$ cat src/lock_pkg.sv
package lock_pkg;

	////////////////////////////////////////////////////////////////////////////
	// sizes
	////////////////////////////////////////////////////////////////////////////

	localparam int N_CH        = 4;                 // lock channels
	localparam int CH_W        = 2;                 // channel index bits
	localparam int ERR_W       = 16;                // signed error sample
	localparam int OUT_W       = 18;                // signed dac/dds word
	localparam int GAIN_W      = 8;                 // kp, ki, multiplier
	localparam int GAIN_SHIFT  = 4;                 // arithmetic shift after pi sum
	localparam int INTEG_W     = 32;                // wrapping integral
	localparam int SUM_W       = INTEG_W + GAIN_W + 2; // pi sum, no overflow
	localparam int CAND_W      = OUT_W + GAIN_W + 2;   // prev + scaled correction
	localparam int IN_DEPTH    = 2;                 // dispatcher queue entries
	localparam int IN_AW       = $clog2(IN_DEPTH);  // queue pointer bits
	localparam int OUT_CREDITS = 4;                 // downstream credits at reset
	localparam int CR_W        = $clog2(OUT_CREDITS + 1);

	// reset values of the active parameters
	localparam logic signed [OUT_W-1:0] DEF_MAX  = {1'b0, {(OUT_W-1){1'b1}}};
	localparam logic signed [OUT_W-1:0] DEF_MIN  = {1'b1, {(OUT_W-1){1'b0}}};
	localparam logic signed [OUT_W-1:0] DEF_INIT = '0;
	localparam logic [GAIN_W-1:0]       DEF_MULT = 8'd1;

	typedef struct packed {
		logic [CH_W-1:0]         channel;          // target lock channel
		logic signed [ERR_W-1:0] error;            // error signal sample
	} sample_t;

	typedef struct packed {
		logic [CH_W-1:0]         channel;          // source lock channel
		logic signed [OUT_W-1:0] value;            // output word
	} result_t;

	typedef enum logic [1:0] {
		CFG_BOUNDS   = 2'd0,                       // word holds window
		CFG_SETTINGS = 2'd1                        // word holds gains and init
	} cfg_kind_e;

	typedef struct packed {
		logic signed [OUT_W-1:0] out_max;          // upper bound, exclusive
		logic signed [OUT_W-1:0] out_min;          // lower bound, exclusive
		logic [7:0]              pad;
	} cfg_bounds_t;

	typedef struct packed {
		logic signed [OUT_W-1:0] out_init;         // fallback / constant value
		logic [GAIN_W-1:0]       multiplier;       // output scale
		logic [GAIN_W-1:0]       kp;
		logic [GAIN_W-1:0]       ki;
		logic                    lock_en;
		logic                    pad;
	} cfg_settings_t;

	// same 44 bits, decoded by kind
	typedef union packed {
		cfg_bounds_t   bounds;
		cfg_settings_t settings;
	} cfg_word_u;

	typedef struct packed {
		logic [CH_W-1:0] channel;                  // target lock channel
		cfg_kind_e       kind;                     // selects union view
		cfg_word_u       word;
	} cfg_t;

	typedef struct packed {
		logic signed [OUT_W-1:0] out_max;
		logic signed [OUT_W-1:0] out_min;
		logic signed [OUT_W-1:0] out_init;
		logic [GAIN_W-1:0]       multiplier;
		logic [GAIN_W-1:0]       kp;
		logic [GAIN_W-1:0]       ki;
		logic                    lock_en;
	} chan_cfg_t;

	localparam chan_cfg_t CFG_DEFAULT = '{
		out_max:    DEF_MAX,
		out_min:    DEF_MIN,
		out_init:   DEF_INIT,
		multiplier: DEF_MULT,
		kp:         '0,
		ki:         '0,
		lock_en:    1'b0
	};

	// preprocessor fsm, compute only lasts one cycle
	typedef enum logic [1:0] {
		ST_IDLE    = 2'd0,
		ST_COMPUTE = 2'd1,
		ST_SEND    = 2'd2,
		ST_DONE    = 2'd3
	} pp_state_e;

endpackage

$ cat src/sample_dispatcher.sv
`timescale 1ns/1ps

module sample_dispatcher (
	input  logic                       clk_in,
	input  logic                       reset_in,
	input  logic                       in_valid,      // source holds a credit
	input  lock_pkg::sample_t          in_sample,
	output logic                       in_credit,     // one per released sample
	input  logic                       cfg_valid,
	input  lock_pkg::cfg_t             cfg,
	output logic [lock_pkg::N_CH-1:0]  ch_valid,
	output lock_pkg::sample_t          ch_sample,     // shared by all channels
	output logic [lock_pkg::N_CH-1:0]  ch_cfg_valid,
	output lock_pkg::cfg_t             ch_cfg,
	input  logic [lock_pkg::N_CH-1:0]  ch_credit      // channel took its result
);

	lock_pkg::sample_t               fifo_mem [lock_pkg::IN_DEPTH];
	logic [lock_pkg::IN_AW-1:0]      wr_ptr;
	logic [lock_pkg::IN_AW-1:0]      rd_ptr;
	logic [lock_pkg::IN_AW:0]        count;       // entries held
	logic [lock_pkg::N_CH-1:0]       credit_q;    // one credit per channel
	lock_pkg::sample_t               head;
	logic                            pop;

	assign head = fifo_mem[rd_ptr];
	assign pop  = (count != '0) && credit_q[head.channel];  // head blocks the rest

	always_comb begin
		ch_valid = '0;
		if (pop) begin
			ch_valid[head.channel] = 1'b1;
		end
		ch_cfg_valid = '0;
		if (cfg_valid) begin
			ch_cfg_valid[cfg.channel] = 1'b1;       // one-hot by channel
		end
	end

	assign ch_sample = head;
	assign ch_cfg    = cfg;
	assign in_credit = pop;                          // slot freed this cycle

	////////////////////////////////////////////////////////////////////////////
	// queue and credits
	////////////////////////////////////////////////////////////////////////////

	always_ff @(posedge clk_in) begin
		if (in_valid) begin
			fifo_mem[wr_ptr] <= in_sample;
		end
	end

	always_ff @(posedge clk_in) begin
		if (reset_in) begin
			wr_ptr   <= '0;
			rd_ptr   <= '0;
			count    <= '0;
			credit_q <= '1;                          // every channel idle
		end else begin
			if (in_valid) begin
				wr_ptr <= wr_ptr + 1'b1;
			end
			if (pop) begin
				rd_ptr <= rd_ptr + 1'b1;
			end
			case ({in_valid, pop})
				2'b10:   count <= count + 1'b1;
				2'b01:   count <= count - 1'b1;
				default: count <= count;
			endcase
			credit_q <= (credit_q & ~ch_valid) | ch_credit;
		end
	end

endmodule

$ cat config.mk
export PLATFORM = sky130hd
export DESIGN_NAME = sample_dispatcher
export DESIGN_NICKNAME = d
export VERILOG_FILES = /design/src/lock_pkg.sv /design/src/sample_dispatcher.sv
export SDC_FILE = /design/constraint.sdc
export NUM_CORES = 1
export LEC_CHECK = 0
export ABC_AREA = 1
export BUFFER_PORTS_ARGS = -buffer_cell sky130_fd_sc_hd__buf_2
export CAP_MARGIN = 20
export CORE_ASPECT_RATIO = 0.75
export CORE_MARGIN = 5
export CORE_UTILIZATION = 45
export DETAILED_ROUTE_END_ITERATION = 6
export PLACE_DENSITY = 0.9
export RECOVER_POWER = 100
export SLEW_MARGIN = 20
export SYNTH_ARGS = -nofsm -noshare
export SYNTH_HDL_FRONTEND = slang
export SYNTH_SLANG_ARGS = --single-unit
$ cat constraint.sdc
create_clock -name clk_in -period 3.2 [get_ports clk_in]
set_input_delay 0.16 -clock clk_in [delete_from_list [all_inputs] [get_ports clk_in]]
set_output_delay 0.16 -clock clk_in [all_outputs]
set_load 0.05 [all_outputs]
Yosys cells after proc, flatten, opt, wreduce, memory -nomap -nowiden
Memory sizes are Yosys's and may differ from the RTL's. A register that Yosys moved wholly into a read port is not among the register bits.
Cells that the tools add are included.
W data, S select, Z words.
- register bits: 8
- bits in latches: 0
- bits in writable memories: 36
- ROM bits: 0
- memories: 1
- memories (memory ; words ; width ; read ports ; clocked after Yosys merged registers in ; wr ports ; line ; text):
    fifo_mem ; 2 ; 18 ; 1 ; 1 ; 1 ; sample_dispatcher.sv:18 ; lock_pkg::sample_t fifo_mem [lock_pkg::IN_DEPTH];
- $add $sub $neg: 4
- multipliers: 0
- div/mod/pow operators: 0
- $lt $le $gt $ge: 4
- eq/ne operators: 2
- shift-type cells: 0
- multiplexer cells: 13
- bitwise logic cells: 3
- reduce and logical (&&, ||, !) cells: 5
- operator list (kind ; number):
    $mux W4 ; 2
    $mux W1 ; 7
    $lt A2 B3 Y1 const B ; 2
    $and A4 B4 Y4 ; 1
    $demux W1 S2 ; 2
    $ge A2 B1 Y1 const B ; 2
    $not A4 Y4 ; 1
    $or A4 B4 Y4 ; 1
    $pmux W2 S2 ; 1
    $reduce_bool A2 Y1 ; 2
    $logic_and A1 B1 Y1 ; 3
    $add A1 B1 Y1 const B ; 2
    $add A2 B1 Y2 const B ; 1
    $bmux W1 S2 ; 1
    $eq A2 B1 Y1 const B ; 1
    $eq A2 B2 Y1 const B ; 1
    $sub A2 B1 Y2 const B ; 1

Logic depth before layout (Yosys ltp)
Gate-level depths: netlist of run 1.
- depth after elaboration: 8
- depth in mapped cells: 14

Worst setup path after synthesis of run 1
No wires, ideal clock.
- path type: register to register
- from: reg (tool-made name)
- to: reg count[1] (netlist name)
- setup time: 0.122 ns
- arrival: 2.125 ns
- path slack: 0.953 ns
- stages on the path, launching flop included: 13
- buffers on the path: 1
- period minus slack after synthesis: 2.247 ns
- path through: dfxtp_1 > buf_6 > nand2_2 > nand2_2 > nand2_1 > nand2_4 > nand2_1 > inv_1 > ha_1 > a21oi_1 > o21ai_0 > o21ai_0 > a21oi_1
- RTL lines (what ; line ; text):
    end signal: assignment ; sample_dispatcher.sv:68 ; 2'b10: count <= count + 1'b1;
    end signal: assignment ; sample_dispatcher.sv:69 ; 2'b01: count <= count - 1'b1;
    end signal: assignment ; sample_dispatcher.sv:70 ; default: count <= count;
    end: declaration ; sample_dispatcher.sv:21 ; logic [lock_pkg::IN_AW:0] count;

==> results.toml, run 1 <==
[yosys]
synthesis.nets = 296
synth_area_per_cell_um2 = 9.85
yosysWarnings = 0
synth_ff_type = "edfxtp_1"
synth_top_area_cell = "edfxtp_1"
ys_seq_elements = 45
ys_async_sr_fraction = 0
synth-edff-count = 36
synth_seq_area_share = 0.580
ys_top_cells_by_area = "edfxtp_1 50%, buf_4 17%, nand2_1 12%"
synth_cells = 221
ys_types = 16
syn_area_mm2 = 0.00218
yosysTopAreaCellShare = 0.497

[cts]
cts_sinks = 45
cts_resized = 0
path_clk_slew_ns = 0.08
cts_tree = "built"
clk_latency_ns = 0.29
post-cts-setup-buffers = 0
cts_made_buffers = 5
h-tree-depth = 2
cts.path.max_buffers = 2
cts_root_buffer = "clkbuf_8"
cts_hold_buf = 0

[drt]
antenna_left = 0
drt-pass1-iter-count = 4
via_per_inst = 4.78
wl_per_cell_um = 13.7
drc = 0
routed-via-count = 1401
routed_wl_um = 4010
drtIter0Drc = 72

[min_path]
hp-class = "input pin to flop"
min_path_cells = 3

[worst_setup_path]
cp.required_ns = 3.04
critPathArrivalTime_ns = 2.35
worst_setup_path_end_kind = "output port"
timing.critical_path.fanout_max = 19
critical_path_class = "flop to output port"
critPathLaunchType = "flop"
reg2reg_depth = 14

[floorplan]
fp-row-count = 21
die_width_um = 90.3
die-area_mm2 = 0.00634
die_height_um = 70.2
coreArea_mm2 = 0.00457
initial_core_util = 0.476
io_pins = 149

[layout]
final_common_cell = "nand2_1"
multi_input_area_um2 = 455
nets = 310
fill_cells = 441
seq_area_mm2 = 0.00126
num_antenna_cells = 0
syn_to_final_growth_pct = 0.115
final_cell_mix = "70 x nand2_1, 43 x clkbuf_1, 36 x edfxtp_1, 17 x inv_1, 15 x buf_2"
drive_gt1_frac = 0.119
design_area_mm2 = 0.00218

[sta]
worst_pin_slew_ns = 0.983
rsz0062_at_grt = "no"
drv_slew = 0
finClkSkew_ns = 0.00304
finalSetupViolCount = 0
fin_crit_ns = 2.51
fin_crit_sh = 0.785
max-slew-margin-rel = 0.345
hold_viol = 0
fmax_ghz = 0.398
setup_tns_ns = 0

[place]
hpwl_um = 3140
io_buffer_count = 56
placed_cell_area_mm2 = 0.00216
gp_congestion = 0.739

[global_route]
antenna_found_initial = 0
grt_usage = 0.130
grt_pass1_wl_um = 6520
grt_pass1_vias = 1432
grt-ovfl-total = 0
grt_start_max_net_pins = 20

[pwr]
p_leak_nw = 0.971
power_density_mw_per_mm2 = 766
irDropWorstVdd_v = 0.000362

[run]
maxCapViolCount = 0

[status]
outcome = "finished clean"
==> stage by stage <==
stage	utilization	power [mW]	std cells	hold slack [ns]	setup WS (ns)
6_report	0.476	1.67	293	0.0531	0.687
5_1_grt	0.476	1.77	293	0.0382	0.466
4_1_cts	0.491	1.71	293	0.0460	1.15
3_5_place_dp	0.473	1.40	285	0.320	1.17
3_3_place_gp	0.473	1.38	285	0.320	1.30
2_1_floorplan	-	1.40	221	0.239	0.953
==> registers in the layout, summed over array words and instances, names as in the netlist, named ones only <==
signal	count
count	2
credit_q	4
fifo_mem	36
rd_ptr	1
wr_ptr	1
==> worst paths after layout <==
kind	startpoint	end	slack [ns]
worst max-delay path	flop	ch_valid[2]	0.69
worst min-delay path	ch_credit[3]	credit_q[3]	0.05
worst max register to register	flop	count[1]	0.81
worst min register to register	credit_q[1]	credit_q[1]	0.45
==> synth_stat cells (2+ instances only) <==
master / count
nand2_4: 3
edfxtp_1: 36
dfxtp_1: 9
a21oi_1: 4
buf_4: 48
nand2_1: 67
inv_1: 16
nor3_1: 5
nor2_1: 12
nand2_2: 4
clkbuf_1: 2
o21ai_0: 3
inv_2: 2
nand3_1: 8
==> critical path, stage by stage, from the launching register on <==
cell      delay (ns)
dfxtp_1         0.31
inv_1           0.43
nand2_1         0.19
nand2_1         0.17
nand2_1         0.07
nand2_1         0.07
nand2_1         0.08
nand2_4         0.09
nand3_1         0.10
inv_1           0.07
clkbuf_1        0.46
==> cells by family (layout without fill, tap and decap cells) <==
kind of cell | Yosys count | after routing | synth area share
and+or+nand+nor | 99 | 99 | 0.193
buffers and inverters | 69 | 84 | 0.205
DFF | 45 | 45 | 0.580
AOI/OAI and AO/OA | 7 | 7 | 0.0161
adders and majority gates | 1 | 1 | 0.00575
==> layout make-up <==
cell class / instances / share of cell area
Inverter: 18 / 0.0310
Timing Repair Buffer: 58 / 0.110
Multi-Input combinational cell: 107 / 0.209
Tap cell: 57 / 0.0327
Sequential cell: 45 / 0.579
Clock buffer: 6 / 0.0333
Clock inverter: 2 / 0.00460
==> layer usage <==
metal / track usage / up-vias / share of wire
met2: 0.245 / 73 / 0.56
met4: 0.0711 / 0 / 0.026
met3: 0.0601 / 21 / 0.095
met5: 0 / - / 0
li1: - / 680 / -
met1: 0.112 / 627 / 0.32
==> power breakdown <==
part	leakage, nW	internal (mW)	switching (mW)
clock network	0.0450	0.151	0.170
registers	0.412	0.682	0.0172
logic	0.515	0.123	0.525
(Power assumes the default switching activity.)
==> run 2: changes to the inputs <==
--- a/config.mk
+++ b/config.mk
@@ -5,14 +5,14 @@
 export SDC_FILE = /design/constraint.sdc
 export NUM_CORES = 1
 export LEC_CHECK = 0
-export ABC_AREA = 1
+export ABC_AREA = 0
 export BUFFER_PORTS_ARGS = -buffer_cell sky130_fd_sc_hd__buf_2
 export CAP_MARGIN = 20
 export CORE_ASPECT_RATIO = 0.75
 export CORE_MARGIN = 5
-export CORE_UTILIZATION = 45
+export CORE_UTILIZATION = 41
 export DETAILED_ROUTE_END_ITERATION = 6
-export PLACE_DENSITY = 0.9
+export PLACE_DENSITY = 0.84
 export RECOVER_POWER = 100
 export SLEW_MARGIN = 20
 export SYNTH_ARGS = -nofsm -noshare
==> constraint.sdc (replaced) <==
create_clock -name clk_in -period 2.5 [get_ports clk_in]
set_input_delay 0.125 -clock clk_in [delete_from_list [all_inputs] [get_ports clk_in]]
set_output_delay 0.125 -clock clk_in [all_outputs]
set_load 0.05 [all_outputs]
==> results.toml, run 2 <==
[status]
outcome = "finished clean"

[sta]
fmax_ghz = 0.442
layout_setup_ws_ns = 0.236
fin_crit_sh = 0.905
setup_tns_ns = 0
worst_pin_slew_ns = 1.06
finalSetupViolCount = 0
worst_hold_slack_ns = 0.0109
drv_slew = 0
finClkSkew_ns = 0.00355
hold_viol = 0
max-slew-margin-rel = 0.295
fin_crit_ns = 2.26
rsz0062_at_grt = "no"

[yosys]
ys_async_sr_fraction = 0
synth.area.mux_share = 0.0950
synth_cells = 161
syn_area_mm2 = 0.00213
synth-compound-area-share = 0.0457
yosysWarnings = 0
yosysMostFrequentCell = "buf_4"
netlist_top_cells_count = "49 x buf_4, 36 x edfxtp_1, 16 x mux2_2, 9 x dfxtp_1, 8 x nand2_1"
synth_ff_type = "edfxtp_1"
yosysTopAreaCellShare = 0.506
synth-edff-count = 36
synth_seq_area_share = 0.591
synth_top_family_by_area = "buffers and inverters"
ys_seq_elements = 45
synth_top_area_cell = "edfxtp_1"
ys_types = 29
synthAdderAreaFrac = 0.00586
synth_area_per_cell_um2 = 13.3
synth-xor-area-share = 0.0123
synthesis.nets = 236
synthSimpleGateAreaFrac = 0.0668
ys_top_cells_by_area = "edfxtp_1 51%, buf_4 17%, dfxtp_1 8.4%"

[layout]
largest_reg_flops = 36
multi_input_area_um2 = 484
final_cell_mix = "40 x clkbuf_1, 36 x edfxtp_1, 20 x buf_2, 16 x mux2_2, 9 x dfxtp_1"
top_regs = "fifo_mem x36, credit_q x4, count x2"
syn_to_final_growth_pct = 1.93
drive_gt1_frac = 0.266
seq_area_mm2 = 0.00126
final_common_cell = "clkbuf_1"
num_antenna_cells = 0
nets = 251
top_register = "fifo_mem"
fill_cells = 475

[min_path]
hp-class = "input pin to flop"
worst_hold_startpoint = "ch_credit[2]"
holdPathEnd = "credit_q[2]"
min_path_cells = 2

[cts]
path_clk_slew_ns = 0.08
cts_tree = "built"
cts_resized = 0
cts_hold_buf = 0
cts.path.max_buffers = 2
cts_sinks = 45
cts_made_buffers = 5
post-cts-setup-buffers = 0
clk_latency_ns = 0.29
h-tree-depth = 2
cts_root_buffer = "clkbuf_8"

[drt]
routed-via-count = 1190
drtIter0Drc = 67
drt-pass1-iter-count = 4
antenna_left = 0
via_per_inst = 5.02
wl_per_cell_um = 15.8
drc = 0
routed_wl_um = 3740

[worst_setup_path]
timing.critical_path.fanout_max = 4
critPathArrivalTime_ns = 2.14
r2r_start = "fifo_mem[0][16]"
r2r_end = "count[1]"
reg2reg_depth = 7
critical_path_class = "flop to output port"
critPathLaunchType = "flop"
cp.required_ns = 2.38
worst_setup_path_end_kind = "output port"
ff2ff_setup_slack_ns = 0.24

[pwr]
irDropWorstVdd_v = 0.000540
p_int_mw = 1.36
p_seq_frac = 0.407
combPwrFrac = 0.397
p_switching_uw = 888
switching_share = 0.395
p_leak_nw = 0.788
clkPwrFrac = 0.196
power_density_mw_per_mm2 = 1030

[floorplan]
coreArea_mm2 = 0.00495
io_pins = 149
die_width_um = 93.3
initial_core_util = 0.431
fp-row-count = 22
die-area_mm2 = 0.00676
die_height_um = 72.5

[global_route]
grt_pass1_vias = 1205
grt_start_max_net_pins = 19
grt-ovfl-total = 0
grt_usage = 0.113
antenna_found_initial = 1
grt_pass1_wl_um = 5710

[place]
io_buffer_count = 56
gp_congestion = 0.783
dp_slack_ns = 0.281
hpwl_um = 2840

[run]
maxCapViolCount = 0
## run 2: cell count changes in the layout (fill, tap and decap cells not counted), moves of 3 or more
cell	before	now
nor2_1	12	5
nand3_1	8	0
and3_1	0	3
a211o_1	0	4
buf_2	15	20
nor3_1	5	0
mux2_2	0	16
a21oi_1	4	1
inv_1	17	3
clkbuf_1	43	40
nand2_1	70	8
## run 2: power by group through the flow
stage	Combinational [mW]	Sequential, mW	Clock (mW)
5_1_grt	0.949	0.922	0.487
3_5_place_dp	0.937	0.932	0
6_report	0.893	0.914	0.440
2_1_floorplan	0.942	0.922	0
3_3_place_gp	0.924	0.927	0
4_1_cts	0.939	0.915	0.455
## run 2: final cells by class
class / instances / area share
sequential: 45 / 0.580
tap: 60 / 0.0345
multi-input combinational: 61 / 0.223
inverter: 3 / 0.00518
clock buffer: 8 / 0.0414
timing repair buffer: 60 / 0.117
## run 2: metrics by stage
stage                     total power [mW]  cells  cell area, um2  utilization
after floorplan                       1.86    161            2140            -
after global placement                1.85    229            2140        0.433
after detailed placement              1.87    229            2140        0.433
after CTS                             2.31    237            2230        0.451
after global routing                  2.36    237            2180        0.439
final                                 2.25    237            2180        0.439
## run 2: cells by family after synthesis
| group | Yosys count |
|---|---|
| buffers and inverters | 55 |
| DFF | 45 |
| and+or+nand+nor | 26 |
| muxes | 18 |
| AOI/OAI and AO/OA | 13 |
| xor gates and xnor gates | 3 |
| adders and majority gates | 1 |
## run 2: worst max path at each step
stage,from,to,depth (start not counted)
2_1_floorplan,flop,count[1],7
3_3_place_gp,fifo_mem[0][16],count[1],7
4_1_cts,fifo_mem[0][16],count[1],7
3_5_place_dp,fifo_mem[0][16],count[1],7
6_report,fifo_mem[0][16],in_credit,5
5_1_grt,fifo_mem[0][16],count[1],7
## run 2: worst max-delay path: stages, from the launching register on
cell and delay (ns):
edfxtp_1 0.39, or2b_2 0.34, o22ai_1 0.26, a22o_1 0.20, a211o_2 0.17, clkbuf_1 0.48
## run 2: routing by layer
metal / GRT usage / routed length, um
met1: 0.106 / 1260
met2: 0.189 / 1860
met3: 0.0622 / 399
met4: 0.0813 / 201
met5: 0 / 7
==> run 3: changes to the inputs <==
--- a/config.mk
+++ b/config.mk
@@ -14,6 +14,7 @@
 export DETAILED_ROUTE_END_ITERATION = 6
 export PLACE_DENSITY = 0.84
 export RECOVER_POWER = 100
+export SETUP_SLACK_MARGIN = 0.3
 export SLEW_MARGIN = 20
 export SYNTH_ARGS = -nofsm -noshare
 export SYNTH_HDL_FRONTEND = slang
==> results.toml, run 3 (synthesis results as in run 2) <==
[status]
outcome = "finished clean"

[layout]
num_antenna_cells = 0
top_regs = "fifo_mem x36, credit_q x4, count x2"
final_common_cell = "edfxtp_1"
final_cell_mix = "36 x edfxtp_1, 23 x buf_2, 23 x clkbuf_1, 15 x mux2_2, 12 x clkbuf_2"
largest_reg_flops = 36
final_cells = 240
syn_to_final_growth_pct = 4.22
drive_gt1_frac = 0.350
seq_area_mm2 = 0.00126
fill_cells = 454
nets = 254
multi_input_area_um2 = 488
top_register = "fifo_mem"
design_area_mm2 = 0.00222

[global_route]
grt_start_max_net_pins = 19
grt-ovfl-total = 0
grt_usage = 0.110
grt_pass1_wl_um = 5520
antenna_found_initial = 0
grt_pass1_vias = 1164

[sta]
max-slew-margin-rel = 0.225
rsz0062_at_grt = "yes"
drv_slew = 0
worst_pin_slew_ns = 1.16
fin_crit_ns = 2.18
layout_setup_ws_ns = 0.322
hold_viol = 0
finalSetupViolCount = 0
fin_crit_sh = 0.871
fmax_ghz = 0.459
setup_tns_ns = 0
finClkSkew_ns = 0.00834

[min_path]
worst_hold_startpoint = "ch_credit[0]"
hp-class = "input pin to flop"

[floorplan]
coreArea_mm2 = 0.00495
die-area_mm2 = 0.00676
fp-row-count = 22
io_pins = 149
die_height_um = 72.5
die_width_um = 93.3
initial_core_util = 0.431

[drt]
drtIter0Drc = 26
drc = 0
antenna_left = 0
wl_met2_um = 1900
routed_wl_um = 3680
via_per_inst = 4.83
dr.max_layer_used = "met4"
wl_per_cell_um = 15.3
wl_met1_um = 1300
routed-via-count = 1159
met3_length_um = 383
drt-pass1-iter-count = 4

[cts]
h-tree-depth = 2
cts_sinks = 45
cts_tree = "built"
cts_root_buffer = "clkbuf_8"
path_clk_slew_ns = 0.08
clk_latency_ns = 0.28
cts_made_buffers = 5
cts.path.max_buffers = 2

[worst_setup_path]
critPathLaunchType = "flop"
cp_top_family = "buffers and inverters"
cp.required_ns = 2.38
cp_slowest_cell = "clkbuf_1"
critPathArrivalTime_ns = 2.05
worstPathCellList = "clkbuf_1 -> mux2_2 -> clkbuf_2"
worst_setup_path_end_kind = "output port"
crit_buf_inv = 2
timing.critical_path.fanout_max = 16
cpPeakStageDelay_ns = 0.70
critical_path_class = "flop to output port"
r2r_start = "fifo_mem[0][16]"

[pwr]
power_density_mw_per_mm2 = 1000
finalPower_mw = 2.23
p_leak_nw = 0.845
irDropWorstVdd_v = 0.000491

[place]
gp_congestion = 0.692
hpwl_um = 2740
dp_slack_ns = 0.317
placed_cell_area_mm2 = 0.00214
io_buffer_count = 56
dp.cells = 227

[run]
maxCapViolCount = 0
==> run 3: cell count changes in the layout (fill, tap and decap cells not counted), sizes merged <==
cell,change
dlygate4sd3,+3
clkbuf,-4
clkinv,+3
buf,+1
==> run 3: worst paths after layout <==
path | to | slack, ns | cells after the start
worst max-delay path | ch_sample[0] | 0.32 | 3
worst min-delay path | credit_q[0] | 0.02 | 2
worst max register to register | count[1] | 0.39 | 8
worst min register to register | credit_q[0] | 0.47 | 1
==> run 3: stage by stage <==
| step | hold WS, ns | utilization |
|---|---|---|
| floorplan | 0.219 | - |
| detailed placement | 0.250 | 0.432 |
| CTS | 0.000692 | 0.454 |
| global placement | 0.250 | 0.432 |
| finish | 0.0184 | 0.449 |
| global route | 0.000866 | 0.449 |
==> run 3: final cells by class <==
class                      instances  share of cell area
sequential                        45               0.567
multi-input combinational         61               0.219
timing repair buffer              63               0.138
tap                               60              0.0337
clock buffer                       5              0.0309
clock inverter                     3             0.00562
inverter                           3             0.00506
==> run 3: layer usage <==
| metal | vias to the layer above | global-route usage |
|---|---|---|
| li1 | 554 | - |
| met1 | 533 | 0.106 |
| met2 | 54 | 0.190 |
| met3 | 18 | 0.0518 |
| met4 | 0 | 0.0667 |
| met5 | - | 0 |
==> run 3: what timing repair did <==
item	4_1_cts	5_1_grt
hold buffers	2	1
hold endpoints to repair	2	1
endpoints found under the setup margin	1	1
resized for setup	1	4
pin swaps	0	4
setup buffers	1	1
==> run 3: where the power goes <==
part	total, mW	internal (mW)	switching, mW	leakage (nW)
sequential	0.922	0.884	0.0375	0.412
combinational	0.913	0.280	0.633	0.389
clock	0.398	0.188	0.211	0.0430
